==> src/common/lpc_consts.svh <==
// latencies, sizes and register map of the alpha block; include where a module needs them.
`ifndef LPC_CONSTS_SVH
`define LPC_CONSTS_SVH

`define LPC_MULT_LATENCY 5
`define LPC_ADD_LATENCY 7
`define LPC_MAX_PAIRS 8
`define LPC_MAX_COEFS 16

// ##################################################
// register map, byte addresses on a 10-bit bus.
`define LPC_REG_CTRL 10'h000
`define LPC_REG_STATUS 10'h004
`define LPC_REG_ALPHA 10'h008
`define LPC_ACF_BASE 10'h040
`define LPC_MODEL_BASE 10'h080
`define LPC_BANK_MASK 10'h3c0

`endif

==> src/common/lpc_pkg.sv <==
// shared types of the alpha block; modules import what they use.
package lpc_pkg;

    typedef struct packed {
        logic       sign;
        logic [7:0] exponent;
        logic [22:0] mantissa;
    } fp32_fields_t;

    // one float word, seen as bus data or as its fields.
    typedef union packed {
        logic [31:0]  raw;
        fp32_fields_t f;
    } fp32_u;

    typedef struct packed {
        logic        cyc;
        logic        stb;
        logic        we;
        logic [9:0]  adr;
        logic [31:0] dat;
        logic [3:0]  sel;
    } wb_req_t;

    typedef struct packed {
        logic        ack;
        logic [31:0] dat;
    } wb_rsp_t;

    typedef struct packed {
        fp32_u acf1;
        fp32_u acf2;
        fp32_u model1;
        fp32_u model2;
        logic  valid;
    } term_pair_t;

endpackage

==> src/verilog/coef_regs.sv <==
// Wishbone classic register block: coefficient banks, control, status, alpha and pair sequencer.
`timescale 1ns/1ps
`include "lpc_consts.svh"

module coef_regs (
    input  logic                iClock,
    input  logic                rst_n,
    input  lpc_pkg::wb_req_t    wb_req,
    output lpc_pkg::wb_rsp_t    wb_rsp,
    output lpc_pkg::term_pair_t pair,
    output logic                start,
    input  lpc_pkg::fp32_u      result,
    input  logic                done
);
    logic [31:0] acf   [`LPC_MAX_COEFS];
    logic [31:0] model [`LPC_MAX_COEFS];
    logic [31:0] alpha_q, rd_data, rd_mux;
    logic        ack, busy, done_flag, done_d, streaming;
    logic [3:0]  count, req_cnt, word_idx;
    logic [2:0]  idx;
    logic        access, wr, is_acf, is_model, start_req;

    function automatic logic [31:0] merge(input logic [31:0] old_w, input logic [31:0] new_w,
                                          input logic [3:0] sel);
        logic [31:0] m;
        for (int b = 0; b < 4; b++) begin
            m[8*b +: 8] = sel[b] ? new_w[8*b +: 8] : old_w[8*b +: 8];
        end
        return m;
    endfunction

    assign access    = wb_req.cyc && wb_req.stb && !ack; // ack one clock after the request.
    assign wr        = access && wb_req.we;
    assign word_idx  = wb_req.adr[5:2];
    assign req_cnt   = wb_req.dat[7:4];
    assign is_acf    = (wb_req.adr & `LPC_BANK_MASK) == `LPC_ACF_BASE;
    assign is_model  = (wb_req.adr & `LPC_BANK_MASK) == `LPC_MODEL_BASE;
    assign start_req = wr && (wb_req.adr == `LPC_REG_CTRL) && wb_req.dat[0] && !busy;
    assign wb_rsp    = '{ack: ack, dat: rd_data};

    always_comb begin
        if (is_acf) begin
            rd_mux = acf[word_idx];
        end else if (is_model) begin
            rd_mux = model[word_idx];
        end else begin
            case (wb_req.adr)
                `LPC_REG_CTRL:   rd_mux = {24'd0, count, 4'd0};
                `LPC_REG_STATUS: rd_mux = {30'd0, busy, done_flag};
                `LPC_REG_ALPHA:  rd_mux = alpha_q;
                default:         rd_mux = 32'd0;
            endcase
        end
    end

    // pair t is words 2t and 2t+1 of each bank.
    always_comb begin
        pair.acf2.raw   = acf[{idx, 1'b0}];
        pair.model1.raw = model[{idx, 1'b0}];
        pair.acf1.raw   = acf[{idx, 1'b1}];
        pair.model2.raw = model[{idx, 1'b1}];
        pair.valid      = streaming;
    end

    // ##################################################
    // bus side.
    always_ff @(posedge iClock) begin
        if (!rst_n) begin
            ack <= 1'b0;
            for (int i = 0; i < `LPC_MAX_COEFS; i++) begin
                acf[i]   <= 32'd0;
                model[i] <= 32'd0;
            end
        end else begin
            ack <= access;
            if (wr && is_acf) begin
                acf[word_idx] <= merge(acf[word_idx], wb_req.dat, wb_req.sel);
            end
            if (wr && is_model) begin
                model[word_idx] <= merge(model[word_idx], wb_req.dat, wb_req.sel);
            end
        end
    end

    always_ff @(posedge iClock) begin
        if (access && !wb_req.we) begin
            rd_data <= rd_mux;
        end
    end

    // ##################################################
    // run control and sequencer.
    always_ff @(posedge iClock) begin
        if (!rst_n) begin
            start     <= 1'b0;
            busy      <= 1'b0;
            done_flag <= 1'b0;
            done_d    <= 1'b0;
            streaming <= 1'b0;
            count     <= 4'd0;
            idx       <= 3'd0;
            alpha_q   <= 32'd0;
        end else begin
            start  <= start_req;
            done_d <= done;
            if (start_req) begin
                busy      <= 1'b1;
                done_flag <= 1'b0;
                if (req_cnt == 4'd0) begin
                    count <= 4'd1;
                end else if (req_cnt > 4'(`LPC_MAX_PAIRS)) begin
                    count <= 4'(`LPC_MAX_PAIRS);
                end else begin
                    count <= req_cnt;
                end
            end
            // pairs follow the start write ack.
            if (start) begin
                streaming <= 1'b1;
                idx       <= 3'd0;
            end else if (streaming) begin
                if (idx == 3'(count - 4'd1)) begin
                    streaming <= 1'b0;
                end else begin
                    idx <= idx + 3'd1;
                end
            end
            if (busy && done && !done_d) begin
                alpha_q   <= result.raw;
                busy      <= 1'b0;
                done_flag <= 1'b1;
            end
        end
    end

endmodule

==> config.mk <==
export PLATFORM = sky130hd
export DESIGN_NAME = coef_regs
export DESIGN_NICKNAME = d
export VERILOG_FILES = /design/src/common/lpc_pkg.sv /design/src/verilog/coef_regs.sv
export VERILOG_INCLUDE_DIRS = /design/src /design/src/common
export SDC_FILE = /design/constraint.sdc
export NUM_CORES = 2
export LEC_CHECK = 0
export BUFFER_PORTS_ARGS = -buffer_cell sky130_fd_sc_hd__buf_2
export CAP_MARGIN = 40
export CORE_AREA = 4 4 385 387
export DETAILED_ROUTE_END_ITERATION = 10
export DIE_AREA = 0 0 389 391
export MAX_ROUTING_LAYER = met4
export PLACE_DENSITY = 0.62
export SKIP_CTS_REPAIR_TIMING = 1
export SYNTH_ARGS = -nofsm -noshare
export SYNTH_HDL_FRONTEND = slang
export SYNTH_SLANG_ARGS = --single-unit
==> constraint.sdc <==
create_clock -name iClock -period 3.9 [get_ports iClock]
set_input_delay 0.975 -clock iClock [delete_from_list [all_inputs] [get_ports iClock]]
set_output_delay 0.975 -clock iClock [all_outputs]
set_load 0.01 [all_outputs]
==> metrics.md <==
| Metric | Value |
|---|---|
| Status | `finished clean` |
| Unique masters post-synth | `59` |
| Reg2reg setup slack | `1.38 ns` |
| Pre-CTS setup slack | `between 0.4 and 0.5 ns` |
| Core area | `0.145 sq mm` |
| IO buf count | `246` |
| First-pass GRT wire length | `slightly below 300,000 um` |
| Met2 WL | `about 94,000 um` |
| Synthesis warning total | `0` |
| Register area | `0.0327 sq mm` |
| Area grow syn2layout | `14.7%` |
| Final worst slack | `just under 0.08 ns` |
| Die Span X | `a little under 400 um` |
| Die Height | `just under 400 um` |
| CP Data Arrival Time | `2.85 ns` |
| Slew Limit Fails | `0` |
| Post-layout nets | `4,561` |
| GRT Total Usage | `0.279` |
| TritonCTS clock tree | `done` |
| DRC viols | `0` |
| Overflow after GRT | `0` |
| Placed Area | `between 0.06 and 0.07 sq mm` |
| Initial antenna violation count | `16` |
| Max incr delay on CP | `~0.70 ns` |
| Clock Sink Count | `1,104` |
| Skew final | `between 0.03 and 0.04 ns` |
| Min Tclk post-route | `roughly 3.8 ns` |
| FFs w/ async S/R, synth | `0` |
| Non-filler cells, final | `between 6,000 and 7,000` |
| Initial Util | `0.397` |
| Crit path max fanout | `24` |
| Worst Setup End Kind | `primary output` |
| Clock latency on the worst-skew pair | `0.74 ns` |
| Seq/Total Area, Yosys | `0.568` |
| Average size of a mapped cell | `13.4 sq um` |
| Routed Antenna Nets | `0` |
| Critical path required time | `between 2 and 3 ns` |
| Final hold viol count | `0` |
| Synthesized area | `around 0.058 sq mm` |
| Largest net degree at the start of global routing | `59` |
| Leakage power | `23.5 nW` |
| Wire length on met3 | `between 20,000 and 25,000 um` |
| Vias per cell | `~6.3` |
| Worst setup SP type | `flip-flop` |
| Area of the multi-input gates | `about 0.023 sq mm` |
| CTS H-tree depth | `3` |
| Layout cell share with drive strength beyond 1 | `0.314` |
| Synthesized instance count | `roughly 4,300` |
| CTS Buffer Depth | `3` |
| Drt initial violations | `around 5,400` |
| Detailed Routing Iterations Pass 1 | `6` |
| GP Congestion | `0.911` |
| Critical setup path kind | `flip-flop to primary output` |
| CTS root buf | `clkbuf_16` |
| Setup TNS | `0 ns` |
| Fin area | `roughly 0.066 sq mm` |
| Fin crit share | `0.980` |
| Min-delay worst type | `input pin to flip-flop` |
| Worst-margin pin slew | `slightly above 0.9 ns` |
| DP HPWL | `~130,000 um` |
| Max-Cap Viols | `0` |
| RSZ-0062 raised after global routing | `false` |
| Top layer in use | `met4` |
| EDFF count, synth | `1,056` |
| Cell Rows | `140` |
| Vias | `40,600` |
| Flops & latches, synth | `between 1,000 and 1,500` |
| Placed Instances | `~6,300` |
| Slowest stage cell, crit path | `dfxtp_4` |
| Synth Flop Type | `edfxtp_1` |
| Total Wirelength | `210,000 um` |
| VDD IR max | `approximately 0.38 mV` |
| M1 WL | `around 80,000 um` |
| CTS Buf Count | `115` |
| Post-Syn Nets | `about 4,400` |
| Relative slew slack | `0.393` |
| Io pins | `247` |
| Clk slew on worst S/H paths | `0.06 ns` |
| WL/cell | `~32 um` |
| CP cell instances | `buf_4, mux4_2, mux2_2, buf_2` |
| Setup violators final | `0` |
| Vias in the first global route | `39,900` |
| Die ar. | `~0.15 sq mm` |
| F_max | `approximately 260 MHz` |
| PwrDens | `423 mW/mm^2` |
| Fill count | `about 13,000` |
[cells by family after synthesis]
group	share of synthesized area
buf+inv	0.0362
flops	0.568
fa+ha+maj	0.000435
simple gates	0.109
compound gates	0.0605
mux	0.225
xor+xnor	0.00100
[placed cells by master (no fill, tap or decap), types with 46 or more instances in the layout]
cell and n:
mux4_2 373, clkbuf_16 118, nand2_1 160, mux2i_1 176, a21oi_1 46, buf_4 175, edfxtp_1 1056, buf_12 66
a22oi_1 48, nand2b_1 70, mux2_2 245, buf_2 242, nor2_1 1108, a221oi_1 56, o22ai_1 99
[synthesized netlist by cell type (6+ instances only)]
| cell type | n | share of area |
|---|---|---|
| nand2_1 | 194 | 0.013 |
| o221ai_2 | 6 | 0.0016 |
| dfxtp_1 | 48 | 0.017 |
| mux4_2 | 373 | 0.15 |
| buf_6 | 23 | 0.0045 |
| nor2_1 | 1109 | 0.072 |
| o21ba_2 | 19 | 0.0033 |
| or3b_1 | 19 | 0.0029 |
| inv_1 | 10 | 0.00065 |
| o22ai_1 | 99 | 0.011 |
| buf_1 | 9 | 0.00059 |
| buf_2 | 129 | 0.011 |
| a221oi_1 | 56 | 0.0085 |
| mux2i_1 | 176 | 0.031 |
| o211ai_1 | 6 | 0.00078 |
| o211ai_2 | 45 | 0.0098 |
| nand4_1 | 16 | 0.0017 |
| o21ai_0 | 6 | 0.00052 |
| buf_4 | 39 | 0.0051 |
| and2_1 | 29 | 0.0032 |
| a21oi_1 | 46 | 0.0040 |
| a211oi_1 | 17 | 0.0022 |
| edfxtp_1 | 1056 | 0.55 |
| nand3_1 | 27 | 0.0023 |
| a31oi_1 | 26 | 0.0028 |
| mux2_2 | 245 | 0.048 |
| a22oi_1 | 48 | 0.0063 |
| o21a_1 | 25 | 0.0033 |
| clkbuf_1 | 213 | 0.014 |
| o2111ai_1 | 25 | 0.0038 |
| nor2b_1 | 18 | 0.0020 |
| nand2b_1 | 71 | 0.0077 |
| a221o_1 | 7 | 0.0012 |
[sequential cells by signal, summed over array words and instances, names as in the netlist, named ones only]
register / count
start: 1
idx: 3
rd_data: 32
streaming: 1
model: 512
acf: 512
ack: 1
done_flag: 1
busy: 1
alpha_q: 32
done_d: 1
count: 4
[worst max-delay path: cells and delay by family (launching register included)]
kind / cells / cell delay, ns
multiplexers: 2 / 0.74
flip-flops: 1 / 0.70
buffers and inverters: 2 / 0.63
[power by group]
group / total [mW] / internal (mW) / switching (mW)
Clock: 11.5 / 6.68 / 4.81
Sequential: 13.5 / 13.3 / 0.209
Combinational: 2.85 / 0.992 / 1.86
Total: 27.9 / 21.0 / 6.88
[per-stage QoR]
step                      power (mW)  hold WS (ns)  utilization
after floorplan                 15.4         0.436            -
after global placement          16.6         0.460        0.427
after detailed placement        16.6         0.466        0.428
after CTS                       27.9         0.419        0.455
after global routing            28.6         0.446        0.455
final                           27.9         0.468        0.455
[worst paths after layout]
path / from / to / cells after the start
setup reg to reg: ack$_SDFF_PN0_ / acf[3][18]$_SDFFCE_PN0P_ / 7
hold / removal: result[14] / alpha_q[14]$_SDFFE_PN0P_ / 3
hold reg to reg: alpha_q[10]$_SDFFE_PN0P_ / alpha_q[10]$_SDFFE_PN0P_ / 2
setup / recovery: flip-flop / pair[127] / 4
[cell type report]
cell class,instances,share of cell area
well taps,1917,0.0364
flip-flops and latches,1104,0.495
clock buffers,139,0.0469
inverters,13,0.000740
repair buffers,489,0.0599
clock inverters,74,0.0124
multi-input cells,2752,0.348
diodes,8,0.000303
[layer usage]
| metal | up-vias | GRT usage |
|---|---|---|
| met5 | - | - |
| met4 | 0 | 0.138 |
| met3 | 521 | 0.0705 |
| met2 | 2736 | 0.414 |
| met1 | 20700 | 0.358 |
| li1 | 16600 | - |
(Power assumes the default switching activity.)
